$ cat config.mk
export PLATFORM = sky130hd
export DESIGN_NAME = icache_refill_flat
export DESIGN_NICKNAME = d
export VERILOG_FILES = /design/src/design/icache_pkg.sv /design/src/design/icache_fill_if.sv /design/src/design/icache_refill.sv /design/src/flat_wrapper.sv
export SDC_FILE = /design/constraint.sdc
export NUM_CORES = 1
export LEC_CHECK = 0
export BUFFER_PORTS_ARGS = -buffer_cell sky130_fd_sc_hd__buf_2
export CORE_MARGIN = 2
export CORE_UTILIZATION = 37
export DETAILED_ROUTE_END_ITERATION = 12
export HOLD_SLACK_MARGIN = 0.15
export PLACE_DENSITY = 0.81
export SYNTH_ARGS = -nofsm -noshare
export SYNTH_HDL_FRONTEND = slang
export SYNTH_SLANG_ARGS = --single-unit
$ cat constraint.sdc
create_clock -name clk -period 2.8 [get_ports clk]
set_input_delay 0.28 -clock clk [delete_from_list [all_inputs] [get_ports clk]]
set_output_delay 0.28 -clock clk [all_outputs]
set_load 0.005 [all_outputs]
$ cat src/design/icache_pkg.sv
package icache_pkg;

	// fetch and bus address width
	localparam int ADDR_WIDTH = 32;

	// address split: tag | index | word offset | byte offset
	localparam int TAG_WIDTH = 20;
	// bits addressing inside one line
	localparam int LINE_WIDTH = 6;
	localparam int INDEX_WIDTH = ADDR_WIDTH - TAG_WIDTH - LINE_WIDTH;
	// word select inside a line, byte offset dropped
	localparam int OFFSET_WIDTH = LINE_WIDTH - 2;

	// 64 sets per way
	localparam int NUM_SETS = 2 ** INDEX_WIDTH;
	// one AXI burst fills one line
	localparam int BEATS_PER_LINE = 2 ** OFFSET_WIDTH;

	typedef logic [ADDR_WIDTH-1:0] addr_t;
	typedef logic [31:0] word_t;
	typedef logic [TAG_WIDTH-1:0] tag_t;
	typedef logic [INDEX_WIDTH-1:0] index_t;
	typedef logic [OFFSET_WIDTH-1:0] offset_t;

	// miss handling sequence
	typedef enum logic [2:0]
	{
		// waiting for a miss
		IDLE,
		// req up, waiting for gnt
		BUS_WAIT,
		// arvalid held until arready
		ADDR_SEND,
		// first beat clears the victim's valid bit
		DATA_FIRST,
		// remaining beats
		DATA,
		// line valid, one cycle before release
		FILL_DONE
	} refill_state_t;

endpackage
$ cat src/design/icache_fill_if.sv
`timescale 1ns/100ps

interface icache_fill_if
	import icache_pkg::*;
();
	// one strobe per accepted beat
	logic we;
	// victim way
	logic way;
	index_t index;
	offset_t offset;
	tag_t tag;
	word_t data;
	// final beat, sets valid
	logic last;

	modport master (output we, way, index, offset, tag, data, last);

	modport sink (input we, way, index, offset, tag, data, last);

	// lru tracker only needs to know where the line landed
	modport monitor (input we, way, index, last);

endinterface

$ cat src/design/icache_refill.sv
`timescale 1ns/100ps

module icache_refill
	import icache_pkg::*;
(
	input logic clk,
	input logic rst_n,
	input logic miss,
	input logic victim,
	input index_t index,
	input tag_t tag,
	icache_fill_if.master fill,
	output logic req,
	input logic gnt,
	output addr_t araddr,
	output logic arvalid,
	input logic arready,
	input word_t rdata,
	input logic rvalid,
	output logic rready,
	output logic if_clr,
	output logic busy
);

	refill_state_t state;
	refill_state_t state_next;
	// missing line, held for the whole refill
	tag_t tag_q;
	index_t index_q;
	logic victim_q;
	// word offset of the next beat
	offset_t beat_cnt;
	// one R transfer accepted this cycle
	logic beat_ok;
	logic beat_last;

	assign beat_ok = rvalid && ((state == DATA_FIRST) || (state == DATA));
	assign beat_last = beat_ok && (beat_cnt == offset_t'(BEATS_PER_LINE - 1));

	always_comb
	begin
		state_next = state;
		case (state)
			IDLE:
			begin
				if (miss)
				begin
					state_next = BUS_WAIT;
				end
			end
			BUS_WAIT:
			begin
				// grant may come any number of cycles later
				if (gnt)
				begin
					state_next = ADDR_SEND;
				end
			end
			ADDR_SEND:
			begin
				if (arready)
				begin
					state_next = DATA_FIRST;
				end
			end
			DATA_FIRST:
			begin
				if (beat_ok)
				begin
					state_next = DATA;
				end
			end
			DATA:
			begin
				// gaps just hold here
				if (beat_last)
				begin
					state_next = FILL_DONE;
				end
			end
			FILL_DONE:
			begin
				state_next = IDLE;
			end
			default:
			begin
				state_next = IDLE;
			end
		endcase
	end

	always_ff @(posedge clk)
	begin
		if (!rst_n)
		begin
			state <= IDLE;
			beat_cnt <= '0;
			if_clr <= 1'b0;
		end
		else
		begin
			state <= state_next;
			// single pulse on leaving idle
			if_clr <= (state == IDLE) && miss;
			if (state == IDLE)
			begin
				beat_cnt <= '0;
			end
			else if (beat_ok)
			begin
				beat_cnt <= beat_cnt + 1'b1;
			end
		end
	end

	// capture the miss when the fsm leaves idle
	always_ff @(posedge clk)
	begin
		if ((state == IDLE) && miss)
		begin
			tag_q <= tag;
			index_q <= index;
			victim_q <= victim;
		end
	end

	assign busy = (state != IDLE);
	// bus held from the cycle after the miss through fill_done
	assign req = busy;
	assign arvalid = (state == ADDR_SEND);
	// never throttle the burst
	assign rready = (state == DATA_FIRST) || (state == DATA) || (state == FILL_DONE);

	// line base, word and byte offsets zero
	assign araddr = {tag_q, index_q, {LINE_WIDTH{1'b0}}};

	// every accepted beat goes straight into the victim way
	assign fill.we = beat_ok;
	assign fill.way = victim_q;
	assign fill.index = index_q;
	assign fill.offset = beat_cnt;
	assign fill.tag = tag_q;
	assign fill.data = rdata;
	assign fill.last = beat_last;

	// a beat outside the data phase would be lost
	a_no_early_beat: assert property (
		@(posedge clk) disable iff (!rst_n)
		rvalid |-> rready
	);

	// arbiter keeps the grant while the bus is requested
	a_gnt_held: assert property (
		@(posedge clk) disable iff (!rst_n)
		(req && gnt) |=> (gnt || !req)
	);

endmodule

$ cat src/flat_wrapper.sv
// flat-port wrapper written by rule: the top's interface ports become plain ports
module icache_refill_flat import icache_pkg::*;
  (clk, rst_n, miss, victim, index, tag, req, gnt, araddr, arvalid, arready, rdata, rvalid, rready, if_clr, busy, fill_we, fill_way, fill_index, fill_offset, fill_tag, fill_data, fill_last);
  icache_fill_if fill_i ();
  input logic clk;
  input logic rst_n;
  input logic miss;
  input logic victim;
  input index_t index;
  input tag_t tag;
  output logic req;
  input logic gnt;
  output addr_t araddr;
  output logic arvalid;
  input logic arready;
  input word_t rdata;
  input logic rvalid;
  output logic rready;
  output logic if_clr;
  output logic busy;
  output wire logic [$bits(fill_i.we)-1:0] fill_we;
  output wire logic [$bits(fill_i.way)-1:0] fill_way;
  output wire logic [$bits(fill_i.index)-1:0] fill_index;
  output wire logic [$bits(fill_i.offset)-1:0] fill_offset;
  output wire logic [$bits(fill_i.tag)-1:0] fill_tag;
  output wire logic [$bits(fill_i.data)-1:0] fill_data;
  output wire logic [$bits(fill_i.last)-1:0] fill_last;
  assign fill_we = fill_i.we;
  assign fill_way = fill_i.way;
  assign fill_index = fill_i.index;
  assign fill_offset = fill_i.offset;
  assign fill_tag = fill_i.tag;
  assign fill_data = fill_i.data;
  assign fill_last = fill_i.last;
  icache_refill u_core (.clk(clk), .rst_n(rst_n), .miss(miss), .victim(victim), .index(index), .tag(tag), .fill(fill_i), .req(req), .gnt(gnt), .araddr(araddr), .arvalid(arvalid), .arready(arready), .rdata(rdata), .rvalid(rvalid), .rready(rready), .if_clr(if_clr), .busy(busy));
endmodule
# After elaboration in Yosys (flattened, before gate mapping)
# Index checks and enable logic that the tools add are counted.
word_totals:
  out_inout_bits: 102
  n_memories: 0
  mem_bits_rw: 0
  inputBits: 65
  word_cells: 34
  ff_bits: 35
  latchBits: 0
  romBits: 0
op_classes:
  add_sub_neg: 1
  n_bitwise: 1
  n_reduce_logical: 9
  n_lt_le_gt_ge: 0
  n_shift: 0
  n_mul: 0
  n_eq_ne: 11
  mux: 6
  div: 0
ops:
  columns: ["cell", "count"]
  rows:
  - ["3-bit 2-to-1 mux", 5]
  - ["3-bit case mux with 5 select lines", 1]
  - ["3-bit by 2-bit == test with 1-bit output, second input constant", 2]
  - ["3-bit == test, second input constant", 2]
  - ["2-bit != test, second input constant", 3]
  - ["5-bit AND reduction", 1]
  - ["4-bit by 1-bit adder with 4-bit output, second input constant", 1]
  - ["4-bit == test, second input constant", 1]
  - ["2-bit by 1-bit != test with 1-bit output, second input constant", 2]
  - ["3-bit by 1-bit == test with 1-bit output, second input constant", 1]
  - ["1-bit logical AND", 3]
  - ["3-bit logical NOT", 1]
  - ["3-bit nonzero test", 1]
  - ["1-bit logical OR", 2]
  - ["2-bit OR reduction", 1]
  - ["1-bit inverter", 1]

# Longest topological paths before layout
logic_depth:
  word_depth: 6
  mapped_depth: 5
  depth_no_buf: 3

# Least setup slack after synthesis
# Ideal clock, no wire load.
synth_timing:
  path_kind: "register -> register"
  startpoint: "reg u_core.state[1]"
  endpoint: "reg u_core.index_q[0] (netlist: u_core.fill.index[0]) (enable)"
  setup_slack_ps: 382
  setup_time_ps: 412
  stages_incl_launch_ff: 4
  arrival_time_ps: 2007
  n_path_buf: 1
  path_cell_list: "dfxtp_1 > buf_4 > or3_4 > nor2_1"
synth_between:
  elab_chain_cells: 2
synth_rtl:
  columns: ["item", "line", "text"]
  rows:
  - ["start: declaration", "icache_refill.sv:25", "refill_state_t state;"]
  - ["start signal: assignment", "icache_refill.sv:102", "state <= state_next;"]
  - ["3-bit logical NOT", "icache_refill.sv:119", "if ((state == IDLE) && miss)"]
  - ["1-bit logical AND", "icache_refill.sv:119", null]
  - ["end signal: assignment", "icache_refill.sv:122", "index_q <= index;"]
  - ["end: declaration", "icache_refill.sv:29", "index_t index_q;"]
# Every way passes these cells.
# A chain may end at the register's enable or synchronous reset.

# Worst setup path after layout
layout_timing:
  startpoint: "reg u_core.state[1]"
  endpoint: "out fill_last"
layout_between:
  elab_chain_cells: 4
  word_cells_on_any_way: 5
  cone_classes: "eq/ne (2); reduce/logical (3)"
layout_rtl:
  columns: ["item", "line", "text"]
  rows:
  - ["3-bit by 2-bit == test with 1-bit output / 3-bit == test (equally long branches)", "icache_refill.sv:37", "assign beat_ok = rvalid && ((state == DATA_FIRST) || (state == DATA));"]
  - ["1-bit logical OR *", "icache_refill.sv:37", null]
  - ["1-bit logical AND *", "icache_refill.sv:37", null]
  - ["1-bit logical AND *", "icache_refill.sv:38", "assign beat_last = beat_ok && (beat_cnt == offset_t'(BEATS_PER_LINE - 1));"]
  - ["end: declaration", "flat_wrapper.sv:27", "output wire logic [$bits(fill_i.last)-1:0] fill_last;"]
# Every way passes the cells marked *; elsewhere a longest branch is shown, timed or not.

==> qor.txt <==
========================================================================================================
Outcome ................................................................................... finished, final reports clean
Switching share of total power ............................................................        0.224
Core Box Area ............................................................................. 0.00466 sq mm
DRC violation count after routing .........................................................            0
P_sw ......................................................................................       270 uW
Max IR drop VDD ...........................................................................     0.204 mV
Hold crit path type ....................................................................... input port to flop
Die W .....................................................................................      73.2 um
Number of antenna violations at the first check in global routing .........................            0
Yosys cell types ..........................................................................           28
Total cell area at the placement stage .................................................... 0.00184 sq mm
Number of core rows .......................................................................           25
Number of synthesis warnings ..............................................................            0
Post-Syn Area per Cell ....................................................................   12.1 sq um
Met3 capacity usage during global routing .................................................       0.0635
Clock sink total ..........................................................................           35
Category of the most critical setup path .................................................. flop to primary output
Worst setup slack for register-to-register paths ..........................................      1.20 ns
Critical path startpoint .................................................................. u_core.state[1]$_SDFFE_PN0P_
Post-synth EDFFs ..........................................................................           27
Detailed-placement wirelength estimate ....................................................      2490 um
Peak-usage layer in the global routing report .............................................         met2
Via count of the first global-routing pass ................................................          968
Total CTS buffers .........................................................................            5
Sequential power share ....................................................................        0.513
Post-CTS clock slew at the launch and capture registers of the worst setup and hold paths .      0.08 ns
Static power due to leakage ...............................................................  0.000890 uW
Final clock skew ..........................................................................   0.00608 ns
Sequential-to-total area share from yosys stat ............................................        0.548
Max-capacitance violation count ...........................................................            0
Maximum frequency from static timing analysis .............................................    0.556 GHz
Drt total wl ..............................................................................      3220 um
Startpoint of the lowest-slack register-to-register path .................................. u_core.state[1]$_SDFFE_PN0P_
Required time reported for the critical path endpoint .....................................      2.52 ns
Cell area after synthesis ................................................................. 0.00177 sq mm
Port bufs .................................................................................           96
Crit path arrival time ....................................................................      1.52 ns
Total overflow reported by the global router ..............................................            0
Setup repair after global routing missed its margin .......................................        false
Drt first-iter violations .................................................................           26
Tightest hold margin ......................................................................     0.167 ns
Chip Height ...............................................................................      73.2 um
Weighted congestion reported at the end of routability-driven placement ...................        0.682
Nature of the critical path endpoint ...................................................... primary output
Effective utilization at floorplan ........................................................        0.380
Top Ports .................................................................................          167
Fraction of layout cells with a size suffix above 1 .......................................        0.587
Clk root buf .............................................................................. sky130_fd_sc_hd__clkbuf_8
Global-route track usage on met2 ..........................................................        0.195
Number of setup violations in the final report ............................................            0
Number of synthesized register bits .......................................................           35
Post-synthesis to final-layout area growth ................................................        10.8%
First-pass iteration count of the detailed router .........................................            4
Detail Route Antenna Nets .................................................................            0
Buffer levels on the longest clock path ...................................................            2
Maximum number of pins on one net before global-route repair ..............................           29
Final-layout setup total negative slack ...................................................         0 ns
Wire length of the first global-routing pass ..............................................      4510 um
Skew-Pair Late Insertion Delay ............................................................      0.28 ns
CTS H-tree lvls ...........................................................................            2
Clk pwr share .............................................................................        0.375
Startpoint Class ..........................................................................         flop
M1 GR Usage ...............................................................................        0.113
Antenna cell count ........................................................................            0
Reg2reg end ............................................................................... u_core.fill.index[1]$_DFFE_PP_
Main synth FF type ........................................................................ sky130_fd_sc_hd__edfxtp_1
Final hold violation count ................................................................            0
Number of instances in the synthesized netlist ............................................          146
Final worst path period share .............................................................        0.643
Clock tree from TritonCTS .................................................................        built
Die footprint ............................................................................. 0.00536 sq mm
Share of flip-flops with an asynchronous set or reset after synthesis .....................            0
Routed wirelength normalized by instance count ............................................      13.3 um
Largest fanout on the critical path .......................................................           11
Cell area after layout .................................................................... 0.00196 sq mm
Overall fraction of global-route tracks in use ............................................        0.113
Fraction of power consumed by combinational cells .........................................        0.111
Int Pwr ...................................................................................       935 uW
Count of cells along the worst register-to-register path ..................................            3
PD cells ..................................................................................  614 mW/mm^2
Post-layout minimum cycle time ............................................................      1.80 ns
Count of final max-slew check failures ....................................................            0
Number of vias per cell ...................................................................         4.62
Total via count after detailed routing ....................................................        1,123
Net count of the finished layout ..........................................................          254
Crit path to ..............................................................................    fill_last
========================================================================================================
## worst min path at each step
| stage | from | endpoint | slack, ns | cells after the start |
|---|---|---|---|---|
| finish | index[0] | u_core.fill.index[0]$_DFFE_PP_ | 0.17 | 1 |
| floorplan | index[0] | u_core.fill.index[0]$_DFFE_PP_ | 0.38 | 0 |
| global route | index[5] | u_core.fill.index[5]$_DFFE_PP_ | 0.15 | 1 |
| CTS | index[4] | u_core.fill.index[4]$_DFFE_PP_ | 0.15 | 1 |
| global placement | index[3] | u_core.fill.index[3]$_DFFE_PP_ | 0.46 | 1 |
| detailed placement | index[4] | u_core.fill.index[4]$_DFFE_PP_ | 0.46 | 1 |
## kinds of logic after synthesis
| family | synth area share |
|---|---|
| fa+ha+maj | 0.00706 |
| buf+inv | 0.293 |
| compound gates | 0.0494 |
| simple gates | 0.0763 |
| flops | 0.548 |
| other cells | 0.00212 |
| mux | 0.0240 |
## final cells by class
| cell class | count | area, sq um |
|---|---|---|
| clock buffer | 5 | 68.8 |
| clock inverter | 3 | 43.8 |
| fill | 448 | 2700 |
| inverter | 3 | 11.3 |
| multi-input combinational | 45 | 303 |
| sequential | 35 | 971 |
| tap | 54 | 67.6 |
| timing repair buffer | 98 | 498 |
## cell usage after synthesis (2+ instances only)
library cell	number	area [sq um]
sky130_fd_sc_hd__edfxtp_1	27	811
sky130_fd_sc_hd__or3_4	2	22.5
sky130_fd_sc_hd__nand3_1	5	25.0
sky130_fd_sc_hd__nand2_1	8	30.0
sky130_fd_sc_hd__a21oi_1	5	25.0
sky130_fd_sc_hd__nand2b_1	2	12.5
sky130_fd_sc_hd__buf_4	67	503
sky130_fd_sc_hd__mux2i_1	2	20.0
sky130_fd_sc_hd__dfxtp_1	8	160
sky130_fd_sc_hd__inv_1	2	7.51
## power groups by stage
stage	registers, uW	clock network [uW]	logic (uW)
finish	619	452	134
global route	623	489	151
CTS	620	467	136
detailed placement	631	0	135
global placement	629	0	134
floorplan	631	0	127
## critical path, stage by stage (launching register included)
cell                       delay, ns
sky130_fd_sc_hd__dfxtp_1        0.52
sky130_fd_sc_hd__nand4b_1       0.38
sky130_fd_sc_hd__a21oi_1        0.22
sky130_fd_sc_hd__buf_2          0.13
## flip-flops by register name (all words and copies together) (netlist names)
register            cells
u_core.fill.index       6
u_core.fill.offset      4
u_core.fill.tag        20
u_core.fill.way         1
u_core.if_clr           1
u_core.state            3
## layout by cell type, fill, tap and decap left out, drive strengths merged, types with 3 or more instances in the layout
cell / Yosys / final
clkbuf: 1 / 5
dfxtp: 8 / 8
conb: 1 / 6
buf: 67 / 97
nand2: 8 / 8
edfxtp: 27 / 27
a21oi: 5 / 5
nand3: 5 / 5
inv: 3 / 3
## per-layer routing
layer  share of wire  vias to the layer above
met4           0.013                        0
li1                -                      505
met1            0.36                      523
met2            0.51                       87
met5               0                        -
met3            0.12                        8
## timing repair
| action | 4_1_cts | 5_1_grt |
|---|---|---|
| resized for setup | 0 | 0 |
| hold buffers | 0 | 1 |
| endpoints found under the hold margin | 0 | 1 |
| buffers inserted | 0 | 0 |
## stage by stage
stage / std cells / total power (uW) / setup WS [ns] / util
floorplan: 151 / 758 / 0.382 / -
global placement: 234 / 762 / 1.27 / 0.395
detailed placement: 234 / 767 / 1.21 / 0.395
CTS: 242 / 1220 / 1.01 / 0.419
global route: 243 / 1260 / 0.866 / 0.421
finish: 243 / 1210 / 1.00 / 0.421
Power figures use the tool's default switching activity.
